--- config.mk ---
export PLATFORM = sky130hd
export DESIGN_NAME = dcache_top
export DESIGN_NICKNAME = d
export VERILOG_FILES = /design/src/hdl/dcache_pkg.sv /design/src/hdl/dcache_sweep.sv /design/src/hdl/dcache_store.sv /design/src/hdl/dcache_wbuf.sv /design/src/hdl/dcache_ctrl.sv /design/src/hdl/dcache_top.sv
export VERILOG_INCLUDE_DIRS = /design/src /design/src/include
export SDC_FILE = /design/constraint.sdc
export NUM_CORES = 2
export LEC_CHECK = 0
export BUFFER_PORTS_ARGS = -buffer_cell sky130_fd_sc_hd__buf_2
export CORE_MARGIN = 10
export CORE_UTILIZATION = 40
export DETAILED_ROUTE_END_ITERATION = 10
export SYNTH_ARGS = -nofsm -noshare
export SYNTH_HDL_FRONTEND = slang
export SYNTH_HIERARCHICAL = 1
export SYNTH_SLANG_ARGS = --single-unit
export TNS_END_PERCENT = 1
--- constraint.sdc ---
create_clock -name clk_i -period 18.1 [get_ports clk_i]
set_clock_uncertainty 0.1 [all_clocks]
set_input_delay 0.905 -clock clk_i [delete_from_list [all_inputs] [get_ports clk_i]]
set_output_delay 0.905 -clock clk_i [all_outputs]
set_load 0.03 [all_outputs]
--- src/include/dcache_defs.svh ---
/* Data cache build parameters
   Word width, set count and write-buffer depth */

`ifndef DCACHE_DEFS_SVH
`define DCACHE_DEFS_SVH

// ##############################
// Datapath

// Bus word width in bits
`define DCACHE_WORDBITS 32

// ##############################
// Cache geometry

// Direct-mapped, power of two
`define DCACHE_SETCOUNT 16

// Pending memory writes
`define DCACHE_WBUF_DEPTH 4

`endif

--- src/hdl/dcache_pkg.sv ---
/* Data cache types
   Bus widths, PI1 operations, controller states and request records */

`include "dcache_defs.svh"

package dcache_pkg;

	// ##############################
	// Widths

	typedef logic [`DCACHE_WORDBITS-1:0] word_t;
	typedef logic [`DCACHE_WORDBITS-3:0] addr_t; // Word address
	typedef logic [`DCACHE_WORDBITS/8-1:0] sel_t;
	typedef logic [`DCACHE_WORDBITS/8-1:0] mask_t; // One valid bit per byte
	typedef logic [$clog2(`DCACHE_SETCOUNT)-1:0] index_t;
	typedef logic [`DCACHE_WORDBITS-3-$clog2(`DCACHE_SETCOUNT):0] tag_t;

	// ##############################
	// PI1 operations, 2'b11 reserved

	typedef enum logic [1:0] {
		PI_NOOP = 2'd0,
		PI_WR   = 2'd1,
		PI_RD   = 2'd2
	} pi_op_e;

	// One request on either bus side
	typedef struct packed {
		pi_op_e op;
		addr_t  addr;
		word_t  data;
		sel_t   sel;
	} pi_req_t;

	// Write waiting for the memory port
	typedef struct packed {
		addr_t addr;
		word_t data;
		sel_t  sel;
	} wbuf_entry_t;

	typedef enum logic [1:0] {
		ST_IDLE,
		ST_DRAIN, // Miss, buffer still draining
		ST_FETCH, // Read issued to memory
		ST_WAIT   // Buffer almost full
	} ctrl_state_e;

endpackage

--- src/hdl/dcache_sweep.sv ---
`timescale 1ns/100ps

/* Invalidation sweep
   Walks every set index down to zero after reset or cache reset */

`include "dcache_defs.svh"

module dcache_sweep
	import dcache_pkg::*;
#(
	parameter int SETCOUNT = `DCACHE_SETCOUNT
) (
	input  logic   clk_i,
	input  logic   rst_i,
	input  logic   crst_i,
	output logic   busy_o,
	output index_t idx_o
);

	index_t idx_q;
	logic   busy_q;

	always_ff @(posedge clk_i) begin
		if (rst_i || crst_i) begin
			idx_q  <= index_t'(SETCOUNT - 1); // Top set first
			busy_q <= 1'b1;
		end else if (busy_q) begin
			if (idx_q == '0)
				busy_q <= 1'b0;
			else
				idx_q <= idx_q - 1'b1;
		end
	end

	assign busy_o = busy_q;
	assign idx_o  = idx_q;

endmodule

--- src/hdl/dcache_store.sv ---
`timescale 1ns/100ps

/* Cache line store
   Tag, data and byte-valid arrays with registered lookup and merging write */

`include "dcache_defs.svh"

module dcache_store
	import dcache_pkg::*;
#(
	parameter int SETCOUNT = `DCACHE_SETCOUNT
) (
	input  logic   clk_i,
	input  logic   lk_en_i,
	input  addr_t  lk_addr_i,
	input  sel_t   lk_sel_i,
	output logic   hit_o,
	output word_t  rd_data_o,
	input  logic   we_i,
	input  logic   fill_i,
	input  addr_t  wr_addr_i,
	input  word_t  wr_data_i,
	input  sel_t   wr_sel_i,
	input  logic   inv_i,
	input  index_t inv_idx_i
);

	localparam int IW = $bits(index_t);

	tag_t  tags  [SETCOUNT];
	word_t datas [SETCOUNT];
	mask_t masks [SETCOUNT];

	index_t lk_idx;
	index_t wr_idx;
	tag_t   lk_tag;
	tag_t   wr_tag;
	word_t  bmask;
	word_t  wr_data_n;
	mask_t  wr_mask_n;
	mask_t  lk_mask_n;
	logic   fwd;

	// Registered lookup
	tag_t   lk_tag_q;
	sel_t   lk_sel_q;
	tag_t   line_tag_q;
	word_t  line_data_q;
	mask_t  line_mask_q;

	assign lk_idx = lk_addr_i[IW-1:0];
	assign lk_tag = lk_addr_i[$bits(addr_t)-1:IW];
	assign wr_idx = wr_addr_i[IW-1:0];
	assign wr_tag = wr_addr_i[$bits(addr_t)-1:IW];

	// ##############################
	// Byte merge

	always_comb begin
		for (int b = 0; b < $bits(sel_t); b++)
			bmask[8*b +: 8] = {8{wr_sel_i[b]}};
		if (fill_i) begin
			wr_data_n = wr_data_i;
			wr_mask_n = '1;
		end else if (tags[wr_idx] == wr_tag) begin
			wr_data_n = (datas[wr_idx] & ~bmask) | (wr_data_i & bmask);
			wr_mask_n = masks[wr_idx] | wr_sel_i;
		end else begin
			wr_data_n = wr_data_i; // Retag with only the written bytes valid
			wr_mask_n = wr_sel_i;
		end
	end

	always_ff @(posedge clk_i) begin
		if (we_i) begin
			tags[wr_idx]  <= wr_tag;
			datas[wr_idx] <= wr_data_n;
		end
		for (int s = 0; s < SETCOUNT; s++) begin
			if (inv_i && (inv_idx_i == index_t'(s)))
				masks[s] <= '0;
			else if (we_i && (wr_idx == index_t'(s)))
				masks[s] <= wr_mask_n;
		end
	end

	// ##############################
	// Lookup with same-edge forwarding

	assign fwd       = we_i && (wr_idx == lk_idx);
	assign lk_mask_n = (inv_i && (inv_idx_i == lk_idx)) ? '0 : (fwd ? wr_mask_n : masks[lk_idx]);

	always_ff @(posedge clk_i) begin
		if (lk_en_i) begin
			lk_tag_q    <= lk_tag;
			lk_sel_q    <= lk_sel_i;
			line_tag_q  <= fwd ? wr_tag : tags[lk_idx];
			line_data_q <= fwd ? wr_data_n : datas[lk_idx];
			line_mask_q <= lk_mask_n;
		end
	end

	assign hit_o     = (line_tag_q == lk_tag_q) && ((line_mask_q & lk_sel_q) == lk_sel_q);
	assign rd_data_o = line_data_q;

endmodule

--- src/hdl/dcache_wbuf.sv ---
`timescale 1ns/100ps

/* Write buffer
   First-word-fall-through FIFO of writes pending on the memory port */

`include "dcache_defs.svh"

module dcache_wbuf
	import dcache_pkg::*;
#(
	parameter int DEPTH = `DCACHE_WBUF_DEPTH
) (
	input  logic        clk_i,
	input  logic        rst_i,
	input  logic        push_i,
	input  wbuf_entry_t entry_i,
	input  logic        pop_i,
	output wbuf_entry_t head_o,
	output logic        empty_o,
	output logic        afull_o
);

	localparam int PW = (DEPTH > 1) ? $clog2(DEPTH) : 1;
	localparam int CW = $clog2(DEPTH + 1);

	wbuf_entry_t   mem [DEPTH];
	logic [PW-1:0] wr_ptr;
	logic [PW-1:0] rd_ptr;
	logic [CW-1:0] count;

	// Ring wrap, DEPTH need not be a power of two
	function automatic logic [PW-1:0] next_ptr(input logic [PW-1:0] p);
		return (p == PW'(DEPTH - 1)) ? '0 : p + 1'b1;
	endfunction

	always_ff @(posedge clk_i) begin
		if (rst_i) begin
			wr_ptr <= '0;
			rd_ptr <= '0;
			count  <= '0;
		end else begin
			if (push_i)
				wr_ptr <= next_ptr(wr_ptr);
			if (pop_i)
				rd_ptr <= next_ptr(rd_ptr);
			case ({push_i, pop_i})
				2'b10:   count <= count + 1'b1;
				2'b01:   count <= count - 1'b1;
				default: count <= count;
			endcase
		end
	end

	always_ff @(posedge clk_i) begin
		if (push_i)
			mem[wr_ptr] <= entry_i;
	end

	assign head_o  = mem[rd_ptr]; // Valid while not empty
	assign empty_o = (count == '0);
	assign afull_o = (count >= CW'(DEPTH - 1));

endmodule

--- src/hdl/dcache_ctrl.sv ---
`timescale 1ns/100ps

/* Data cache controller
   Accepts processor requests, resolves hit or miss and arbitrates the memory port */

module dcache_ctrl
	import dcache_pkg::*;
(
	input  logic        clk_i,
	input  logic        rst_i,
	input  logic        cenable_i,
	input  logic        sweep_busy_i,
	input  pi_req_t     m_req_i,
	output word_t       m_data_o,
	output logic        m_rdy_o,
	output pi_req_t     s_req_o,
	input  word_t       s_data_i,
	input  logic        s_rdy_i,
	output logic        lk_en_o,
	output addr_t       lk_addr_o,
	output sel_t        lk_sel_o,
	input  logic        hit_i,
	input  word_t       lk_data_i,
	output logic        st_we_o,
	output logic        st_fill_o,
	output addr_t       st_addr_o,
	output word_t       st_data_o,
	output sel_t        st_sel_o,
	output logic        wb_push_o,
	output wbuf_entry_t wb_entry_o,
	input  wbuf_entry_t wb_head_i,
	input  logic        wb_empty_i,
	input  logic        wb_afull_i,
	output logic        wb_pop_o
);

	ctrl_state_e state_q;
	ctrl_state_e state_d;
	pi_req_t     req_q;
	logic        new_q;   // req_q accepted on the last edge
	logic        cache_q; // Caching allowed when req_q was accepted
	logic        accept;
	logic        miss_now;
	logic        rd_issue;
	logic        wr_issue;
	logic        fill_now;

	assign accept = m_rdy_o && (m_req_i.op != PI_NOOP);

	// Store result is due the cycle after a read is accepted
	assign miss_now = new_q && (req_q.op == PI_RD) && (!cache_q || !hit_i);

	// ##############################
	// Processor side

	always_comb begin
		case (state_q)
			ST_IDLE:  m_rdy_o = !miss_now && !wb_afull_i;
			ST_FETCH: m_rdy_o = s_rdy_i; // Fill word on s_data_i
			default:  m_rdy_o = 1'b0;
		endcase
	end

	assign m_data_o = (state_q == ST_FETCH) ? s_data_i : lk_data_i;

	assign lk_en_o   = accept;
	assign lk_addr_o = m_req_i.addr;
	assign lk_sel_o  = m_req_i.sel;

	assign wb_push_o       = accept && (m_req_i.op == PI_WR);
	assign wb_entry_o.addr = m_req_i.addr;
	assign wb_entry_o.data = m_req_i.data;
	assign wb_entry_o.sel  = m_req_i.sel;

	// ##############################
	// Memory side

	assign wr_issue = !wb_empty_i && (state_q != ST_FETCH);
	assign rd_issue = (state_q == ST_DRAIN) && wb_empty_i;
	assign wb_pop_o = wr_issue && s_rdy_i;

	always_comb begin
		s_req_o.data = wb_head_i.data;
		if (wr_issue) begin
			s_req_o.op   = PI_WR;
			s_req_o.addr = wb_head_i.addr;
			s_req_o.sel  = wb_head_i.sel;
		end else begin
			s_req_o.op   = rd_issue ? PI_RD : PI_NOOP;
			s_req_o.addr = req_q.addr;
			s_req_o.sel  = '1; // Whole word for the fill
		end
	end

	// Writes update the store one edge after acceptance
	assign fill_now  = (state_q == ST_FETCH) && s_rdy_i && cache_q && cenable_i && !sweep_busy_i;
	assign st_we_o   = (new_q && (req_q.op == PI_WR)) || fill_now;
	assign st_fill_o = fill_now;
	assign st_addr_o = req_q.addr;
	assign st_data_o = fill_now ? s_data_i : req_q.data;
	assign st_sel_o  = fill_now ? '1 : req_q.sel;

	// ##############################
	// FSM

	always_comb begin
		state_d = state_q;
		case (state_q)
			ST_IDLE: begin
				if (miss_now)
					state_d = ST_DRAIN;
				else if (wb_afull_i)
					state_d = ST_WAIT;
			end
			ST_DRAIN: begin
				if (rd_issue && s_rdy_i)
					state_d = ST_FETCH;
			end
			ST_FETCH: begin
				if (s_rdy_i)
					state_d = ST_IDLE;
			end
			default: begin
				if (!wb_afull_i)
					state_d = ST_IDLE;
			end
		endcase
	end

	always_ff @(posedge clk_i) begin
		if (rst_i) begin
			state_q <= ST_IDLE;
			new_q   <= 1'b0;
			cache_q <= 1'b0;
		end else begin
			state_q <= state_d;
			new_q   <= accept;
			if (accept)
				cache_q <= cenable_i && !sweep_busy_i;
		end
	end

	always_ff @(posedge clk_i) begin
		if (accept)
			req_q <= m_req_i;
	end

endmodule

--- src/hdl/dcache_top.sv ---
`timescale 1ns/100ps

/* PI1 data cache
   Direct-mapped write-through cache between the load/store port and memory */

`include "dcache_defs.svh"

module dcache_top
	import dcache_pkg::*;
(
	input  logic    clk_i,
	input  logic    rst_i,
	input  logic    crst_i,
	input  logic    cenable_i,
	input  pi_req_t m_req_i,
	output word_t   m_data_o,
	output logic    m_rdy_o,
	output pi_req_t s_req_o,
	input  word_t   s_data_i,
	input  logic    s_rdy_i
);

	logic        lk_en;
	addr_t       lk_addr;
	sel_t        lk_sel;
	logic        hit;
	word_t       lk_data;
	logic        st_we;
	logic        st_fill;
	addr_t       st_addr;
	word_t       st_data;
	sel_t        st_sel;
	logic        wb_push;
	wbuf_entry_t wb_entry;
	wbuf_entry_t wb_head;
	logic        wb_empty;
	logic        wb_afull;
	logic        wb_pop;
	logic        sweep_busy;
	index_t      sweep_idx;

	dcache_ctrl u_ctrl (
		.clk_i(clk_i), .rst_i(rst_i), .cenable_i(cenable_i), .sweep_busy_i(sweep_busy),
		.m_req_i(m_req_i), .m_data_o(m_data_o), .m_rdy_o(m_rdy_o),
		.s_req_o(s_req_o), .s_data_i(s_data_i), .s_rdy_i(s_rdy_i),
		.lk_en_o(lk_en), .lk_addr_o(lk_addr), .lk_sel_o(lk_sel),
		.hit_i(hit), .lk_data_i(lk_data),
		.st_we_o(st_we), .st_fill_o(st_fill), .st_addr_o(st_addr),
		.st_data_o(st_data), .st_sel_o(st_sel),
		.wb_push_o(wb_push), .wb_entry_o(wb_entry), .wb_head_i(wb_head),
		.wb_empty_i(wb_empty), .wb_afull_i(wb_afull), .wb_pop_o(wb_pop)
	);

	dcache_sweep #(.SETCOUNT(`DCACHE_SETCOUNT)) u_sweep (
		.clk_i(clk_i), .rst_i(rst_i), .crst_i(crst_i),
		.busy_o(sweep_busy), .idx_o(sweep_idx)
	);

	dcache_store #(.SETCOUNT(`DCACHE_SETCOUNT)) u_store (
		.clk_i(clk_i), .lk_en_i(lk_en), .lk_addr_i(lk_addr), .lk_sel_i(lk_sel),
		.hit_o(hit), .rd_data_o(lk_data),
		.we_i(st_we), .fill_i(st_fill), .wr_addr_i(st_addr),
		.wr_data_i(st_data), .wr_sel_i(st_sel),
		.inv_i(sweep_busy), .inv_idx_i(sweep_idx)
	);

	dcache_wbuf #(.DEPTH(`DCACHE_WBUF_DEPTH)) u_wbuf (
		.clk_i(clk_i), .rst_i(rst_i), .push_i(wb_push), .entry_i(wb_entry),
		.pop_i(wb_pop), .head_o(wb_head), .empty_o(wb_empty), .afull_o(wb_afull)
	);

endmodule

==> impl_summary.md <==
Finish
The library cells used most frequently in the layout, excluding fill and tap cells, are 1416 x sky130_fd_sc_hd__edfxtp_1, 632 x sky130_fd_sc_hd__mux4_2, 283 x sky130_fd_sc_hd__nand2_1, 201 x sky130_fd_sc_hd__buf_2, 150 x sky130_fd_sc_hd__clkbuf_16. Of the cells placed in the final design, the portion with a size suffix greater than 1 is 0.355. The combined flip-flop and latch cell area is 42900 um^2. The library cell used most frequently in the layout, excluding fill and tap cells, is sky130_fd_sc_hd__edfxtp_1. The multi-input logic area is 20800 um^2. The area added between synthesis and finish is 10.5%. The filler cell count in the final layout is 13.9k. At the end of the flow, the number of nets in the layout was 3601.

STA
The final hold violation count is 0. The transition at the pin with the smallest max-transition slack is ~1.2 ns. In this run the tightest slew margin relative to its limit is 0.188. The number of max-slew violations in the final report was 0. The final critical-path required period is 5.82 ns. The smallest setup slack after layout is approximately 12 ns. For this run, the top clock speed supported by timing is 0.172 GHz. Setup repair after global routing left no endpoint under its margin. Setup violations remaining at the end of the flow were counted as 0. Adding up every negative setup slack in the final design gives 0 ns. The final clock period utilization by the worst path is 0.321.

Setup path
Data on the critical path is required at its endpoint by 18.46 ns. Of all nets on the critical path, the largest fanout is between 40 and 50. At the worst endpoint, the arrival time is 6.18 ns. STA classifies the critical path endpoint as a register. The kind of launch point of the worst setup path is a register. By startpoint and endpoint, the worst setup path is classified as register to register.

Power and ir drop
The total leakage power is 23.4 nW. The design draws 0.0111 W. In this run the power density over the cells is 152 nW/um^2. The worst-case IR drop observed on VDD is roughly 0.17 mV.

Clock tree
The number of buffers inserted to repair setup after CTS is 0. The depth of the CTS H-tree is 4. The maximum clock path buffer count is 3. The clock tree from TritonCTS is done. The number of sinks driven by the clock tree is 1434.

The count of instances resized after the clock tree is built is 0. The insertion delay of the later-clocked pin in the worst-skew pair is 0.81 ns. The cell at the root of the clock tree is sky130_fd_sc_hd__clkbuf_16. TritonCTS created 150 clock buffers. After clock tree synthesis, the clock-pin slew on the worst setup and hold paths is around 0.06 ns.

The number of buffers inserted by hold repair at cts is 0.

Logic synthesis
The mean cell area of the mapped netlist is 19.2 um^2. In this run, distinct cell masters in the synthesized netlist total 72. The Yosys step of the flow raised 6 warnings. Counting every instance in the synthesized netlist gives 3436. The simple-gate share of the synthesized area is 0.0400. The xor and xnor area share after synthesis is 0.00943. The synthesized design contains around 1.4k enable-type register cells. For this run, the register share of the synthesized area comes to 0.650. The synthesized netlist occupies a cell area of 66000 um^2. The share of synthesized area spent on multiplexers is 0.246.

The dominant combinational cell family by area after synthesis is multiplexers. The fraction of the mapped netlist area in compound gates is 0.0148. The predominant post-synthesis flop cell is sky130_fd_sc_hd__edfxtp_1.

The proportion of register bits with asynchronous set or reset after synthesis is 0. Of the total synthesized cell area, the portion taken by full adders, half adders and majority gates is 0.00163. The net count of the mapped netlist is roughly 3.5k.

After synthesis the netlist holds a flip-flop and latch count of between 1k and 1.5k.

Routing
Wires add up to 181000 um. In the routed layout, each cell is associated on average with a via count of ~6. The detailed-routing iteration count for the pre-antenna-repair pass is 5. Once detail routing completed, the nets flagged for antenna violations numbered 0. The iteration-0 DRC count of the detailed router is roughly 4.1k. In the routed design, unresolved DRC markers number 0. After detailed routing, the average wire length per cell comes to 31.3 um. The routed layout has 34.9k vias.

Placed design
The port buffer count is 205. OpenSTA, run right after detailed placement, puts the worst setup slack at 12.34 ns. The routability-driven placement congestion ratio is a little over 0.8. Detailed placement ended at an HPWL of 106000 um.

Global route
The number of global-route vias before repair was 35.4k. The met2 track demand over resource is 0.319. For met3 alone, demand over resource in global routing was 0.0343. The number of antenna violations at the first check in global routing came to 13.

The met1 usage in global routing is 0.271. Entering global routing, the biggest net connects 114 pins. The peak-usage layer in the global routing report is met2.

Across every metal layer, demand over resource in global routing totals 0.197. The total overflow left after global routing is 0. The first global-routing pass estimated 260000 um of wire.

Floorplanning
The die outline area is 182000 um^2. Measured along the x axis, the die boundary spans 426 um. The number of top-level pins is 206. The floorplan core area is 163000 um^2. The die height is 426 um.

The initial core utilization is 0.404. The floorplan row count is roughly 150.

Run
Across the run, the number of max-cap violations was 0.

Outcome
The run finished with clean final reports.

Min path
The class of the worst hold path is input pin to register.
[critical path, stage by stage, from the launching register on]
cell	delay [ns]
sky130_fd_sc_hd__edfxtp_1	0.35
sky130_fd_sc_hd__buf_4	0.45
sky130_fd_sc_hd__buf_4	0.67
sky130_fd_sc_hd__mux4_2	0.41
sky130_fd_sc_hd__a22o_1	0.24
sky130_fd_sc_hd__a221oi_1	0.41
sky130_fd_sc_hd__xor2_1	0.27
sky130_fd_sc_hd__o2111ai_1	0.20
sky130_fd_sc_hd__and4b_2	0.38
sky130_fd_sc_hd__buf_4	0.55
sky130_fd_sc_hd__and3_1	0.79
sky130_fd_sc_hd__mux2_1	0.61
[path summary, 6_finish.rpt]
path                            start                    end  slack [ns]  depth (start not counted)
setup / recovery  u_ctrl/st_addr_o[3]  u_store/datas[12][22]       12.28                         11
hold / removal            m_req_i[25]      u_wbuf/mem[1][25]        0.24                          1
setup reg to reg  u_ctrl/st_addr_o[3]  u_store/datas[12][22]       12.28                         11
hold reg to reg        u_ctrl/cache_q         u_ctrl/cache_q        0.41                          2
[sequential cells by signal, indices dropped and copies added, names as in the netlist, named ones only]
register	count
u_ctrl/state_q	2
u_sweep/idx_o	4
u_ctrl/req_q	38
u_wbuf/wr_ptr	2
u_wbuf/rd_ptr	2
u_store/lk_sel_q	4
u_ctrl/st_addr_o	30
u_wbuf/count	3
u_ctrl/new_q	1
u_sweep/busy_o	1
u_store/masks	64
u_store/lk_tag_q	26
u_store/tags	416
u_store/rd_data_o	32
u_wbuf/mem	264
u_store/datas	512
u_store/line_tag_q	26
u_store/line_mask_q	4
u_ctrl/cache_q	1
[area by class of cell]
class	instances	share of cell area
multi-input cells	1597	0.285
inverters	18	0.00103
clock buffers	184	0.0536
repair buffers	287	0.0239
flip-flops and latches	1434	0.588
well taps	2175	0.0373
diodes	2	0.0000686
clock inverters	87	0.0111
[through the flow]
step                      cell area [um^2]  hold WS (ns)  instances   util
after floorplan                      66000         0.365       3436      -
after CTS                            72900         0.170       5782  0.446
final                                72900         0.238       5784  0.446
after global routing                 72900         0.214       5783  0.446
after detailed placement             68200         0.398       5511  0.417
after global placement               68200         0.394       5511  0.417
[logic make-up (layout without fill, tap and decap cells)]
| logic type | after synthesis | count (layout) |
|---|---|---|
| adder cells (fa/ha/maj) | 8 | 8 |
| AO/OA/AOI/OAI | 135 | 135 |
| XOR/XNOR | 71 | 71 |
| multiplexers | 816 | 816 |
| other | 0 | 2 |
| AND/OR/NAND/NOR | 567 | 567 |
| buffers and inverters | 405 | 576 |
| flip-flops | 1434 | 1434 |
[layer usage]
layer | vias to the layer above | routed length [um] | share of wire
met5 | - | 12 | 0.000066
met4 | 2 | 5270 | 0.029
met3 | 283 | 14900 | 0.082
met2 | 1633 | 88200 | 0.49
met1 | 18800 | 72600 | 0.40
li1 | 14100 | - | -
[synth_stat cells (18+ instances only)]
cell type,count,share of area
sky130_fd_sc_hd__and2_1,41,0.0039
sky130_fd_sc_hd__buf_1,32,0.0018
sky130_fd_sc_hd__buf_2,55,0.0042
sky130_fd_sc_hd__buf_4,180,0.020
sky130_fd_sc_hd__buf_6,28,0.0048
sky130_fd_sc_hd__clkbuf_1,90,0.0051
sky130_fd_sc_hd__dfxtp_1,18,0.0055
sky130_fd_sc_hd__edfxtp_1,1416,0.64
sky130_fd_sc_hd__inv_1,18,0.0010
sky130_fd_sc_hd__mux2_1,21,0.0036
sky130_fd_sc_hd__mux2_2,96,0.016
sky130_fd_sc_hd__mux2i_1,65,0.0099
sky130_fd_sc_hd__mux4_2,632,0.22
sky130_fd_sc_hd__nand2_1,283,0.016
sky130_fd_sc_hd__nand4_1,37,0.0035
sky130_fd_sc_hd__nor2_1,104,0.0059
sky130_fd_sc_hd__o211ai_1,34,0.0039
sky130_fd_sc_hd__o21ai_0,25,0.0019
sky130_fd_sc_hd__xnor2_1,28,0.0037
sky130_fd_sc_hd__xor2_1,43,0.0057
[report_power, final]
| group | switching, W | internal (W) |
|---|---|---|
| logic | 0.00215 | 0.00129 |
| registers | 0.000327 | 0.00438 |
| clock network | 0.00132 | 0.00164 |
No activity file was read; power rests on OpenSTA's default activity.
